File: src/corr_config.svh
////////////////////////////////////////////////////////////////////////////
// Array size, CIC filter and accumulator width defines for the
// microphone-array lag correlator
////////////////////////////////////////////////////////////////////////////
`ifndef CORR_CONFIG_SVH
`define CORR_CONFIG_SVH

// Microphones in the array
`define NUM_MICS 3
// Lags per baseline, a power of two so the history pointer wraps cleanly
`define NUM_LAGS 8
// One baseline for every pair i<j
`define NUM_BASELINES (`NUM_MICS * (`NUM_MICS - 1) / 2)

// PDM strobes per audio sample
`define DECIM 16
// CIC register width, all stages wrap at this width
`define CIC_W 32
// Gain is DECIM**5, the shift brings it back into the sample range
`define CIC_SHIFT 4

// Audio sample and lag accumulator widths
`define SAMPLE_W 18
`define ACC_W 48

// Samples summed before the accumulators are read out
`define INTEG_SAMPLES 4

`endif

File: src/corr_pkg.sv
////////////////////////////////////////////////////////////////////////////
// Sample, accumulator, lag index and baseline index types
////////////////////////////////////////////////////////////////////////////
`include "corr_config.svh"

package corr_pkg;

  // Index widths, at least one bit each
  localparam int LAG_IDX_W = (`NUM_LAGS > 1) ? $clog2(`NUM_LAGS) : 1;
  localparam int BL_IDX_W  = (`NUM_BASELINES > 1) ? $clog2(`NUM_BASELINES) : 1;

  // Decimated audio sample
  typedef logic signed [`SAMPLE_W-1:0] sample_t;
  // Sum of products for one lag
  typedef logic signed [`ACC_W-1:0]    acc_t;
  typedef logic [LAG_IDX_W-1:0]        lag_idx_t;
  typedef logic [BL_IDX_W-1:0]         bl_idx_t;

endpackage

File: src/lag_correlator.sv
////////////////////////////////////////////////////////////////////////////
// Multiply-accumulate over all lags of one baseline, with export read port
////////////////////////////////////////////////////////////////////////////
`timescale 1ns/1ns
`include "corr_config.svh"

module lag_correlator
  import corr_pkg::*;
(
  input  logic     clk_in,
  input  logic     i_rst,
  // Current sample of the first microphone
  input  sample_t  i_cur_sample,
  // Lag stream of the second microphone
  input  logic     i_lag_valid,
  input  lag_idx_t i_lag_idx,
  input  sample_t  i_lag_sample,
  // High during the first pass of an integration period
  input  logic     i_period_first,
  // Export read address, used outside a pass
  input  lag_idx_t i_rd_addr,
  output acc_t     o_rd_data,
  output logic     o_pass_done
);

  localparam lag_idx_t LAST_LAG = lag_idx_t'(`NUM_LAGS - 1);

  // Stage 1, product and the lag it belongs to
  logic     mac_valid;
  logic     mac_first;
  lag_idx_t mac_idx;
  acc_t     mac_prod;
  // Stage 2, write-back of the updated accumulator
  logic     wb_we;
  lag_idx_t wb_addr;
  acc_t     wb_data;
  lag_idx_t ram_raddr;

  // Beats fetch their accumulator, otherwise the export walk reads
  assign ram_raddr = i_lag_valid ? i_lag_idx : i_rd_addr;

  lag_ram #(
    .word_t (acc_t),
    .DEPTH  (`NUM_LAGS)
  ) acc_ram_i (
    .clk_in  (clk_in),
    .i_we    (wb_we),
    .i_waddr (wb_addr),
    .i_wdata (wb_data),
    .i_raddr (ram_raddr),
    .o_rdata (o_rd_data)
  );

  always_ff @(posedge clk_in) begin
    if (i_rst) begin
      mac_valid   <= 1'b0;
      mac_first   <= 1'b0;
      mac_idx     <= '0;
      wb_we       <= 1'b0;
      wb_addr     <= '0;
      o_pass_done <= 1'b0;
    end else begin
      mac_valid <= i_lag_valid;
      mac_first <= i_period_first;
      mac_idx   <= i_lag_idx;
      // Lag index delayed to the write-back stage
      wb_we     <= mac_valid;
      wb_addr   <= mac_idx;
      // Coincides with the write of the last lag
      o_pass_done <= mac_valid && (mac_idx == LAST_LAG);
    end
  end

  always_ff @(posedge clk_in) begin
    mac_prod <= acc_t'(i_cur_sample) * acc_t'(i_lag_sample);
    // Accumulator read on the beat is valid here
    // First pass of a period drops the old sum
    wb_data  <= mac_first ? mac_prod : o_rd_data + mac_prod;
  end

endmodule

File: src/lag_ram.sv
////////////////////////////////////////////////////////////////////////////
// Simple dual-port RAM, one write port and one registered read port
////////////////////////////////////////////////////////////////////////////
`timescale 1ns/1ns

module lag_ram #(
  parameter type word_t = logic [31:0],
  parameter int  DEPTH  = 8
) (
  input  logic                     clk_in,
  input  logic                     i_we,
  input  logic [$clog2(DEPTH)-1:0] i_waddr,
  input  word_t                    i_wdata,
  input  logic [$clog2(DEPTH)-1:0] i_raddr,
  output word_t                    o_rdata
);

  // Sample slots or lag accumulators, depending on word_t
  word_t mem [DEPTH];

  always_ff @(posedge clk_in) begin
    if (i_we) begin
      mem[i_waddr] <= i_wdata;
    end
  end

  // Read data one cycle after the address
  // A read of the word being written returns the old word
  always_ff @(posedge clk_in) begin
    o_rdata <= mem[i_raddr];
  end

endmodule

File: config.mk
export PLATFORM = sky130hd
export DESIGN_NAME = lag_correlator
export DESIGN_NICKNAME = d
export VERILOG_FILES = /design/src/corr_pkg.sv /design/src/lag_correlator.sv /design/src/lag_ram.sv
export VERILOG_INCLUDE_DIRS = /design/src
export SDC_FILE = /design/constraint.sdc
export NUM_CORES = 1
export LEC_CHECK = 0
export BUFFER_PORTS_ARGS = -buffer_cell sky130_fd_sc_hd__buf_4
export CAP_MARGIN = 20
export CORE_MARGIN = 2
export CORE_UTILIZATION = 37
export DETAILED_ROUTE_END_ITERATION = 10
export SETUP_SLACK_MARGIN = 0.2
export SLEW_MARGIN = 20
export SYNTH_ARGS = -nofsm -noshare
export SYNTH_HDL_FRONTEND = slang
export SYNTH_HIERARCHICAL = 1
export SYNTH_SLANG_ARGS = --single-unit
File: constraint.sdc
create_clock -name clk_in -period 11.2 [get_ports clk_in]
set_input_delay 0 -clock clk_in [delete_from_list [all_inputs] [get_ports clk_in]]
set_output_delay 0 -clock clk_in [all_outputs]
set_load 0.02 [all_outputs]
Word level (Yosys, flattened, before mapping). Memories as Yosys holds them, arrays and structs flattened. A register that Yosys moved wholly into a read port is not among the register bits. Cells that the tools add are included.

Memories: 1. Bits in writable memories: 384. Flip-flop bits (word level): 94. Input bits: 46. Output and inout bits: 49.

Add/sub/neg operators: 1. Reductions and logical operators: 1. Equality and inequality tests: 1. Mux-type cells: 4. $mul: 1.

Memories: acc_ram_i.mem (depth 8, width 48, rd ports 1, clocked after memory_dff 1, write ports 1, line lag_ram.sv:19) `word_t mem [DEPTH];`.

Operators with widths (count): 48-bit by 36-bit adder with 48-bit output (1); 48-bit two-way mux (1); 18-bit by 18-bit multiplier with 36-bit output (1); 3-bit == test (second input constant) (1); 3-bit two-way mux (1); 1-bit two-way mux (2); 1-bit logical AND (1).

Depth between registers and ports, before layout. Gate-level depths: netlist of the first run.

Depth after elaboration: 2. Depth in mapped cells: 25. Mapped depth without buffers: 24.

Modules after synthesis. Netlist of the first run, hierarchy kept.

By module, submodules not included: lag_correlator (seq. area each 1881.8 sq um, cells an instance 1939, area each 17256.6 sq um, times used 1); lag_ram (seq. area each 12492.0 sq um, cells an instance 616, area each 15620.0 sq um, times used 1).

Worst setup path after synthesis of the first run. OpenSTA, ideal clock, no wires.

Path kind: input to register. From: input port i_lag_sample[9]. To: register mac_prod[34]. Slack: 5409 ps. Cell stages on the path: 22. Data required time: 11128 ps. Setup time: 72 ps. Arrival time: 5719 ps. Cell sequence: clkbuf_1 clkbuf_1 nand2_1 fa_1 inv_1 fa_1 fa_1 fa_1 fa_1 inv_1 fa_1 inv_1 ha_1 a21o_1 a21o_1 a21oi_1 o21ai_0 or3_1 o21ai_1 o21ai_0 a211oi_1 xnor2_1.

Cells in the longest elaborated chain, start to end: 1.

Ends and longest elaborated chain: start, declared (line lag_correlator.sv:17) `input sample_t i_lag_sample,`; 18-bit by 18-bit multiplier with 36-bit output (line lag_correlator.sv:75) `mac_prod <= acc_t'(i_cur_sample) * acc_t'(i_lag_sample);`; end signal, assigned (line lag_correlator.sv:75); end, declared (line lag_correlator.sv:32) `acc_t mac_prod;`.

No other way between the ends. A chain may end at the register's enable or synchronous reset.

Worst setup path in the final report of the first run.
From: input port i_lag_sample[0]. To: register mac_prod[34].

Same word-level chain as after synthesis.

==> impl_metrics.ini, run 1 <==
[clocking]
clockBufferDepth = 3
clock_insertion_delay_worst_skew_ns = 0.57
cts_htree_levels = 2
cts_tree = built
cts.root.buffer_cell = sky130_fd_sc_hd__clkbuf_16
cts_made_buffers = 51
clock-sinks = 526
cts.reportedPaths.clkPinSlew_ns = 0.06

[worst_setup_path]
cp.required_ns = 11.69
cpPeakStageDelay_ns = 0.58
crit_buf_inv = 9
timing_worst_setup_path_type = input port to flop
cpMaxStageDelayCell = sky130_fd_sc_hd__fa_1
cpMostUsedCell = sky130_fd_sc_hd__inv_1
cp-start-kind = input port
critical_path.endpoint_type = flop
worst_ep_arrival_time_ns = 6.73
reg2reg_setup_slack_ns = 7.36
cp_top_family = adder cells
critical_path.max_fanout = 18

[logic_synthesis]
synth.largest_area_cell = sky130_fd_sc_hd__edfxtp_1
post_synth_instance_area_sq_mm = 0.03288
syn_inst = 2555
yosys-top-cells-area = sky130_fd_sc_hd__edfxtp_1 35%, sky130_fd_sc_hd__fa_1 20%, sky130_fd_sc_hd__dfxtp_1 8.6%
synth_ff_type = sky130_fd_sc_hd__edfxtp_1
number_of_nets_produced_by_synthesis = 3071
yosys_register_bits = 526
async_flop_share_pct = 0
syn-mean-instance-area_sq_um = 12.87
seq_area_frac_synth_pct = 43.72
post-synth-top-count-cell = sky130_fd_sc_hd__edfxtp_1
synth_enable_flop_cells = 384
synthesis.yosys.warnings = 6
synth.top_cells.by_count = 384 x sky130_fd_sc_hd__edfxtp_1, 383 x sky130_fd_sc_hd__inv_1, 330 x sky130_fd_sc_hd__fa_1, 229 x sky130_fd_sc_hd__nand2_1, 169 x sky130_fd_sc_hd__and2_1
synth_top_area_share_pct = 35.07
yosys.cell_types.count = 73

[routing]
dr.pass1.iters = 5
via_per_inst = 5.017
route.detailed.drc = 0
routed_wl_microns = 76090
drt_first_iter_violations = 1119
vias = 19210
drtAntennaViolNets = 0
detail_route.wl_per_cell_microns = 19.88

[cells_and_area]
final_nets = 3140
num-fill-cells = 8205
final_layout_size_suffix_gt1_share_pct = 13.07
insertedDiodeCount = 0
flow.area_growth_from_synthesis_pct = 10.63

[placed_design]
finalWeightedCongestion = 0.8593
place.detailed.hpwl_microns = 52950
portBuffers = 94

[global_route]
grtUsageTotal_pct = 16.86
first_pass_grt_wire_length_microns = 118000
grt_start_max_net_pins = 89
grt_antenna_before_repair = 3
grt_pass1_vias = 20400
grt.overflow.total = 0

[timing]
timing.final.max_slew_violations = 0
timing.final.crit_share_pct = 55.79
finalSetupViolations = 0
timing.final.hold_violations = 0
worst_clock_skew_ns = 0.01394
grt_setup_unrepaired = false
final_period_minus_worst_setup_slack_ns = 6.248
worstMarginPinSlew_ns = 0.9738
max-slew-margin-rel_pct = 35.08
fmax_mhz = 160.0
setup_tns_ns = 0

[floorplanning]
total_number_of_placement_rows = 109
design.die.area_sq_mm = 0.09126
die_h_microns = 302.1
die_width_microns = 302.1
pin_count = 95
initial_util_pct = 37.26
core_area_sq_mm = 0.08824

[outcome]
run_status = completed

[flow_run]
max_cap_violations = 0

[min_path]
hp-class = input port to flop
==> registers in the layout (all words and copies together), names as in the netlist <==
name and flops:
wb_we 1, o_pass_done 1, acc_ram_i/mem 384, acc_ram_i/o_rdata 48
wb_data 48, mac_idx 3, mac_first 1, mac_prod 36
wb_addr 3, mac_valid 1
==> tightest hold or removal path, stage by stage <==
cell and delay, ns:
sky130_fd_sc_hd__buf_4 0.20, sky130_fd_sc_hd__and2_1 0.16, sky130_fd_sc_hd__ha_1 0.21
==> stage by stage <==
| stage | hold slack (ns) | util, % | cells | area (sq um) | worst slack [ns] |
|---|---|---|---|---|---|
| finish | 0.06240 | 41.22 | 3828 | 36370 | 4.952 |
| global route | 0.08077 | 41.22 | 3828 | 36370 | 4.560 |
| CTS | 0.04836 | 41.22 | 3828 | 36370 | 5.033 |
| detailed placement | 0.2375 | 39.34 | 3728 | 34720 | 5.006 |
| global placement | 0.2349 | 39.34 | 3728 | 34720 | 5.101 |
| floorplan | 0.07161 | - | 2555 | 32880 | 5.409 |
==> repair_timing <==
item	in CTS	in global routing
setup buffers	0	0
hold buffers	8	0
endpoints found under the hold margin	11	0
gates resized for setup	0	0
==> kinds of logic (layout without fill, tap and decap cells) <==
kind of cell	after synthesis	count (layout)	synth area share, %
AOI/OAI and AO/OA	286	286	5.541
and+or+nand+nor	565	565	8.475
DFF	526	526	43.72
muxes	152	152	8.970
adders and majority gates	470	470	25.42
xor gates and xnor gates	75	75	1.998
buffers and inverters	481	589	5.872
==> final timing paths <==
kind,cells past startpoint,end,startpoint
hold / removal,3,mac_prod[1],i_lag_sample[1]
hold reg to reg,1,wb_addr[1],mac_idx[1]
setup / recovery,25,mac_prod[34],i_lag_sample[0]
setup reg to reg,12,wb_data[44],mac_prod[0]
==> cells in the final DEF (no fill, tap or decap), drive strengths merged, types with 22 or more instances in the layout <==
| cell type | synthesis | layout |
|---|---|---|
| a21o | 35 | 35 |
| nor2 | 68 | 68 |
| clkinv | 0 | 22 |
| clkbuf | 71 | 65 |
| dfxtp | 142 | 142 |
| fa | 330 | 330 |
| and2 | 169 | 169 |
| nand2 | 230 | 230 |
| xnor2 | 45 | 45 |
| xor2 | 30 | 30 |
| o21ai | 84 | 84 |
| inv | 383 | 385 |
| buf | 27 | 106 |
| ha | 140 | 140 |
| edfxtp | 384 | 384 |
| a21oi | 78 | 78 |
| mux2 | 52 | 52 |
| mux4 | 96 | 96 |
==> layout make-up <==
cell class / count / area (sq um) / share of cell area (%)
multi-input combinational: 1548 / 16650 / 45.78
clock inverter: 27 / 196.4 / 0.5401
clock buffer: 65 / 1380 / 3.794
timing repair buffer: 114 / 875.8 / 2.408
inverter: 383 / 1438 / 3.953
sequential: 526 / 14380 / 39.52
tap: 1165 / 1458 / 4.008
==> routing by layer <==
metal | vias up | share of wire, % | GRT usage (%)
met2 | 526 | 48 | 27.94
met1 | 9853 | 45 | 23.88
met3 | 74 | 5.3 | 2.140
met5 | - | 0 | 0
li1 | 8753 | - | -
met4 | 0 | 1.5 | 3.454
Power of run 1 is not shown: default switching activity piles up to over one toggle a cycle in this logic, so the estimate is an artifact.
==> run 2, diff against run 1 <==
Clock period 11.2 ns to 5.9 ns, I/O delays scaled along.
==> run 2 against run 1 <==
  * Final cell count rose by 0.52%
  * Clock-buffer cell count is 8 higher
  * Worst hold slack got worse by 0.0050 ns
  * Global-route usage about the same
  * Register-to-register slack got worse by 5.3 ns
  * Cell area is 0.58% higher
  * Via count shrank 0.73%
  * Wire length is 0.64% lower
==> impl_metrics.ini, run 2 (synthesized netlist as in run 1, its figures left out) <==
[timing]
setup_tns_ns = 0
fmax_mhz = 181.6
grt_setup_unrepaired = false
max-slew-margin-rel_pct = 39.58
timing.final.hold_violations = 0
timing.final.max_slew_violations = 0
worst_clock_skew_ns = 0.01588
final_period_minus_worst_setup_slack_ns = 5.506
worstMarginPinSlew_ns = 0.9064
timing.final.crit_share_pct = 93.33
finalSetupViolations = 0
final_critical_path_setup_slack_ns = 0.3935

[cells_and_area]
num-fill-cells = 8158
final_nets = 3158
final_common_cell = sky130_fd_sc_hd__edfxtp_1
biggestRegsByFlops = acc_ram_i/mem x384, acc_ram_i/o_rdata x48, wb_data x48
final_layout_size_suffix_gt1_share_pct = 13.72
final_cell_mix = 384 x sky130_fd_sc_hd__edfxtp_1, 383 x sky130_fd_sc_hd__inv_1, 329 x sky130_fd_sc_hd__fa_1, 229 x sky130_fd_sc_hd__nand2_1, 169 x sky130_fd_sc_hd__and2_1
fin_cells = 3848
insertedDiodeCount = 0
top_register = acc_ram_i/mem
flow.area_growth_from_synthesis_pct = 11.27
largest_register_ff_count = 384

[floorplanning]
die_width_microns = 302.1
design.die.area_sq_mm = 0.09126
initial_util_pct = 37.26
total_number_of_placement_rows = 109
die_h_microns = 302.1
pin_count = 95
core_area_sq_mm = 0.08824

[worst_setup_path]
timing_worst_setup_path_type = input port to flop
worst_ep_arrival_time_ns = 5.95
cpPeakStageDelay_ns = 0.55
cpMaxStageDelayCell = sky130_fd_sc_hd__dlygate4sd3_1
cp.required_ns = 6.35
critical_path_cell_by_cell = dlygate4sd3_1 -> buf_4 -> nand2b_1 -> fa_1 -> fa_1 -> inv_1 -> fa_1 -> fa_1 -> fa_1 -> inv_1 -> fa_1 -> inv_1 -> ha_1 -> a2111o_1 -> nor2_1 -> o211a_1 -> nor2_1 -> buf_4 -> a31o_2 -> a21o_1 -> a211oi_2 -> a211oi_1
cpMostUsedCell = sky130_fd_sc_hd__fa_1
reg2reg_setup_slack_ns = 2.11
critical_path.max_fanout = 18
cp-start-kind = input port
critical_path.endpoint_type = flop

[global_route]
grt_start_max_net_pins = 89
grtUsageTotal_pct = 16.85
grt_pass1_vias = 20330
grt_antenna_before_repair = 0
first_pass_grt_wire_length_microns = 118400
grt.overflow.total = 0

[clocking]
cts_made_buffers = 50
clockBufferDepth = 3
post-cts-setup-buffer-count = 0
cts.reportedPaths.clkPinSlew_ns = 0.06
cts_htree_levels = 2
clock_insertion_delay_worst_skew_ns = 0.58
cts.root.buffer_cell = sky130_fd_sc_hd__clkbuf_16
clock-sinks = 526
cts_tree = built

[routing]
drtAntennaViolNets = 0
routed_wl_microns = 75600
dr.pass1.iters = 5
vias = 19070
via_per_inst = 4.955
drt_first_iter_violations = 1284
detail_route.wl_per_cell_microns = 19.65
route.detailed.drc = 0

[placed_design]
portBuffers = 94
place.detailed.hpwl_microns = 54180
finalWeightedCongestion = 0.8655
dp.cells = 3746
dp_worst_setup_slack_ns = 0.02922

[outcome]
run_status = completed

[flow_run]
max_cap_violations = 0

[min_path]
hp-class = input port to flop
[run 2: cell count changes in the layout (fill, tap and decap cells not counted), moves of 2 or more]
cell	delta
sky130_fd_sc_hd__clkinv_8	+2
sky130_fd_sc_hd__bufinv_16	+2
sky130_fd_sc_hd__clkinv_2	-2
sky130_fd_sc_hd__clkinv_1	-7
sky130_fd_sc_hd__buf_4	+18
sky130_fd_sc_hd__clkbuf_1	+9
[run 2: final cells by class]
class | instances | area (sq um) | area share [%]
inverters | 383 | 1438 | 3.930
clock inverters | 20 | 231.5 | 0.6327
repair buffers | 133 | 1021 | 2.791
multi-input cells | 1548 | 16670 | 45.57
well taps | 1165 | 1458 | 3.985
clock buffers | 73 | 1389 | 3.796
flip-flops and latches | 526 | 14380 | 39.29
[run 2: repair_timing]
| action | 4_1_cts | 5_1_grt |
|---|---|---|
| resized for setup | 0 | 1 |
| setup endpoints to repair | 0 | 1 |
| hold buffers | 9 | 0 |
| endpoints found under the hold margin | 12 | 0 |
[run 2: through the flow]
step,hold slack [ns],instance area (sq um),util [%]
floorplan,0.07161,32890,-
global placement,0.2384,34860,39.50
detailed placement,0.2337,34860,39.50
CTS,0.01274,36570,41.44
global route,0.04123,36580,41.46
finish,0.05741,36580,41.46
[run 2: final timing paths]
| kind | cells past startpoint | startpoint | end |
|---|---|---|---|
| min reg2reg | 1 | mac_idx[2] | wb_addr[2] |
| max | 22 | i_cur_sample[0] | mac_prod[26] |
| max reg2reg | 12 | mac_prod[0] | wb_data[44] |
| min | 3 | i_cur_sample[1] | mac_prod[1] |
[run 2: per-layer routing]
metal  vias to the layer above  global-route usage [%]  wire length (microns)
met2                       480                   27.68                  35390
li1                       8788                       -                      -
met1                      9719                   24.11                  35280
met3                        78                   1.932                   3522
met5                         -                       0                      0
met4                         0                   3.701                   1408
[run 2: critical path, delay by kind of cell]
| kind | cells | cell delay (ns) |
|---|---|---|
| AND/OR/NAND/NOR | 3 | 0.38 |
| buffers and inverters | 6 | 1.07 |
| AO/OA/AOI/OAI | 6 | 1.31 |
| adder cells (fa/ha/maj) | 7 | 3.18 |
Power of run 2 is left out for the same reason.
==> run 3, diff against run 2 <==
Settings changed: CORE_UTILIZATION 37 to 30.
==> run 3 against run 2 <==
  * Final cell count up 6.8%
  * Register-to-register slack better by 0.09 ns
  * Critical path type unchanged
  * Die area grew 23%
  * Clock-buffer cell count shrank 1
  * Non-clock buffer count is 8 higher
  * Maximum frequency is 0.53% higher
  * Wire length rose by 0.92%
==> impl_metrics.ini, run 3 (synthesized netlist as in run 1, its figures left out) <==
[cells_and_area]
final_common_cell = sky130_fd_sc_hd__edfxtp_1
num-fill-cells = 10570
largest_register_ff_count = 384
biggestRegsByFlops = acc_ram_i/mem x384, acc_ram_i/o_rdata x48, wb_data x48
multi_input_comb_area_sq_mm = 0.01666
final_nets = 3169
final_layout_size_suffix_gt1_share_pct = 14.37
final_cell_mix = 384 x sky130_fd_sc_hd__edfxtp_1, 383 x sky130_fd_sc_hd__inv_1, 328 x sky130_fd_sc_hd__fa_1, 229 x sky130_fd_sc_hd__nand2_1, 169 x sky130_fd_sc_hd__and2_1
seq_area_sq_mm = 0.01438
insertedDiodeCount = 0
top_register = acc_ram_i/mem
flow.area_growth_from_synthesis_pct = 12.93

[worst_setup_path]
cpMostUsedCell = sky130_fd_sc_hd__fa_1
critical_path_cell_by_cell = dlygate4sd3_1 -> buf_4 -> nand2b_1 -> fa_2 -> fa_1 -> inv_1 -> fa_1 -> fa_1 -> fa_1 -> inv_1 -> fa_1 -> inv_1 -> ha_1 -> a2111o_1 -> nor2_1 -> o211a_1 -> nor2_1 -> buf_4 -> a31o_2 -> a21o_1 -> a211oi_1 -> a211oi_1
critical_path.max_fanout = 18
reg2reg_setup_slack_ns = 2.20
cpPeakStageDelay_ns = 0.58
cpMaxStageDelayCell = sky130_fd_sc_hd__fa_2
critical_path.endpoint_type = flop
worst_ep_arrival_time_ns = 5.94
cp-start-kind = input port
timing_worst_setup_path_type = input port to flop
cp.required_ns = 6.36

[floorplanning]
design.die.area_sq_mm = 0.1123
die_width_microns = 335.0
die_h_microns = 335.0
pin_count = 95
initial_util_pct = 30.20
total_number_of_placement_rows = 121
core_area_sq_mm = 0.1089

[routing]
drtAntennaViolNets = 0
vias = 19190
via_per_inst = 4.672
detail_route.wl_per_cell_microns = 18.57
route.detailed.drc = 0
dr.pass1.iters = 5
drt_first_iter_violations = 1212
routed_wl_microns = 76300

[clocking]
cts.root.buffer_cell = sky130_fd_sc_hd__clkbuf_16
clock_insertion_delay_worst_skew_ns = 0.59
cts_htree_levels = 2
cts_tree = built
cts_made_buffers = 53
cts.reportedPaths.clkPinSlew_ns = 0.06
clockBufferDepth = 3
clock-sinks = 526

[outcome]
run_status = completed

[placed_design]
portBuffers = 94
finalWeightedCongestion = 0.8745
place.detailed.hpwl_microns = 54250

[timing]
timing.final.max_slew_violations = 0
max-slew-margin-rel_pct = 30.16
fmax_mhz = 182.6
finalSetupViolations = 0
timing.final.crit_share_pct = 92.84
timing.final.hold_violations = 0
final_period_minus_worst_setup_slack_ns = 5.478
grt_setup_unrepaired = false
worstMarginPinSlew_ns = 1.045
worst_clock_skew_ns = 0.01778
setup_tns_ns = 0

[flow_run]
max_cap_violations = 0

[global_route]
grt_pass1_vias = 19740
grtUsageTotal_pct = 13.63
grt.overflow.total = 0
first_pass_grt_wire_length_microns = 118200
grt_antenna_before_repair = 0
grt_start_max_net_pins = 89

[min_path]
hp-class = input port to flop
-- run 3: cell types whose count changed in the layout (fill, tap and decap cells not counted), moves of 2 or more --
cell | before | now
sky130_fd_sc_hd__buf_4 | 124 | 132
sky130_fd_sc_hd__bufinv_16 | 4 | 8
sky130_fd_sc_hd__clkbuf_1 | 19 | 11
sky130_fd_sc_hd__clkbuf_16 | 51 | 53
sky130_fd_sc_hd__clkbuf_8 | 3 | 8
sky130_fd_sc_hd__clkinv_8 | 2 | 0
sky130_fd_sc_hd__clkinvlp_4 | 2 | 4
-- run 3: metrics by stage --
stage / hold WS (ns) / instances / util [%] / area, sq um / setup slack, ns
after floorplan: 0.07161 / 2555 / - / 32890 / 0.2026
after global placement: 0.2316 / 4003 / 32.36 / 35230 / 0.07571
after detailed placement: 0.2390 / 4003 / 32.36 / 35230 / 0.07763
after CTS: 0.02012 / 4108 / 34.11 / 37130 / 0.3712
after global routing: 0.05139 / 4108 / 34.11 / 37130 / 0.2215
final: 0.04362 / 4108 / 34.11 / 37130 / 0.4224
-- run 3: layer usage --
metal  vias up  share of wire [%]  GRT usage [%]
met3        76                6.2          2.729
met5         -                  0              0
li1       8812                  -              -
met4         0                1.5          2.395
met2       479                 46          21.93
met1      9824                 46          19.24
-- run 3: what timing repair did --
item / in CTS / in global routing
hold buffers: 9 / 0
buffers inserted: 0 / 0
resized for setup: 0 / 1
hold endpoints to repair: 19 / 0
setup endpoints to repair: 0 / 1
-- run 3: final timing paths --
path / cells after the start / from / endpoint
hold / removal: 3 / i_cur_sample[1] / mac_prod[1]
setup / recovery: 22 / i_cur_sample[0] / mac_prod[26]
setup reg to reg: 12 / mac_prod[0] / wb_data[44]
hold reg to reg: 1 / mac_valid / wb_we
-- run 3: worst max-delay path, delay by kind of cell --
family / cells / cell delay, ns
AO/OA/AOI/OAI: 6 / 1.26
buffers and inverters: 6 / 1.11
AND/OR/NAND/NOR: 3 / 0.35
adder cells (fa/ha/maj): 7 / 3.19
-- run 3: cell type report --
cell class	instances	share of cell area, %
Multi-Input combinational cell	1548	44.86
Sequential cell	526	38.72
Tap cell	1414	4.765
Clock buffer	72	3.980
Inverter	383	3.872
Timing Repair Buffer	141	2.912
Clock inverter	24	0.8897
Power of run 3 is left out for the same reason.
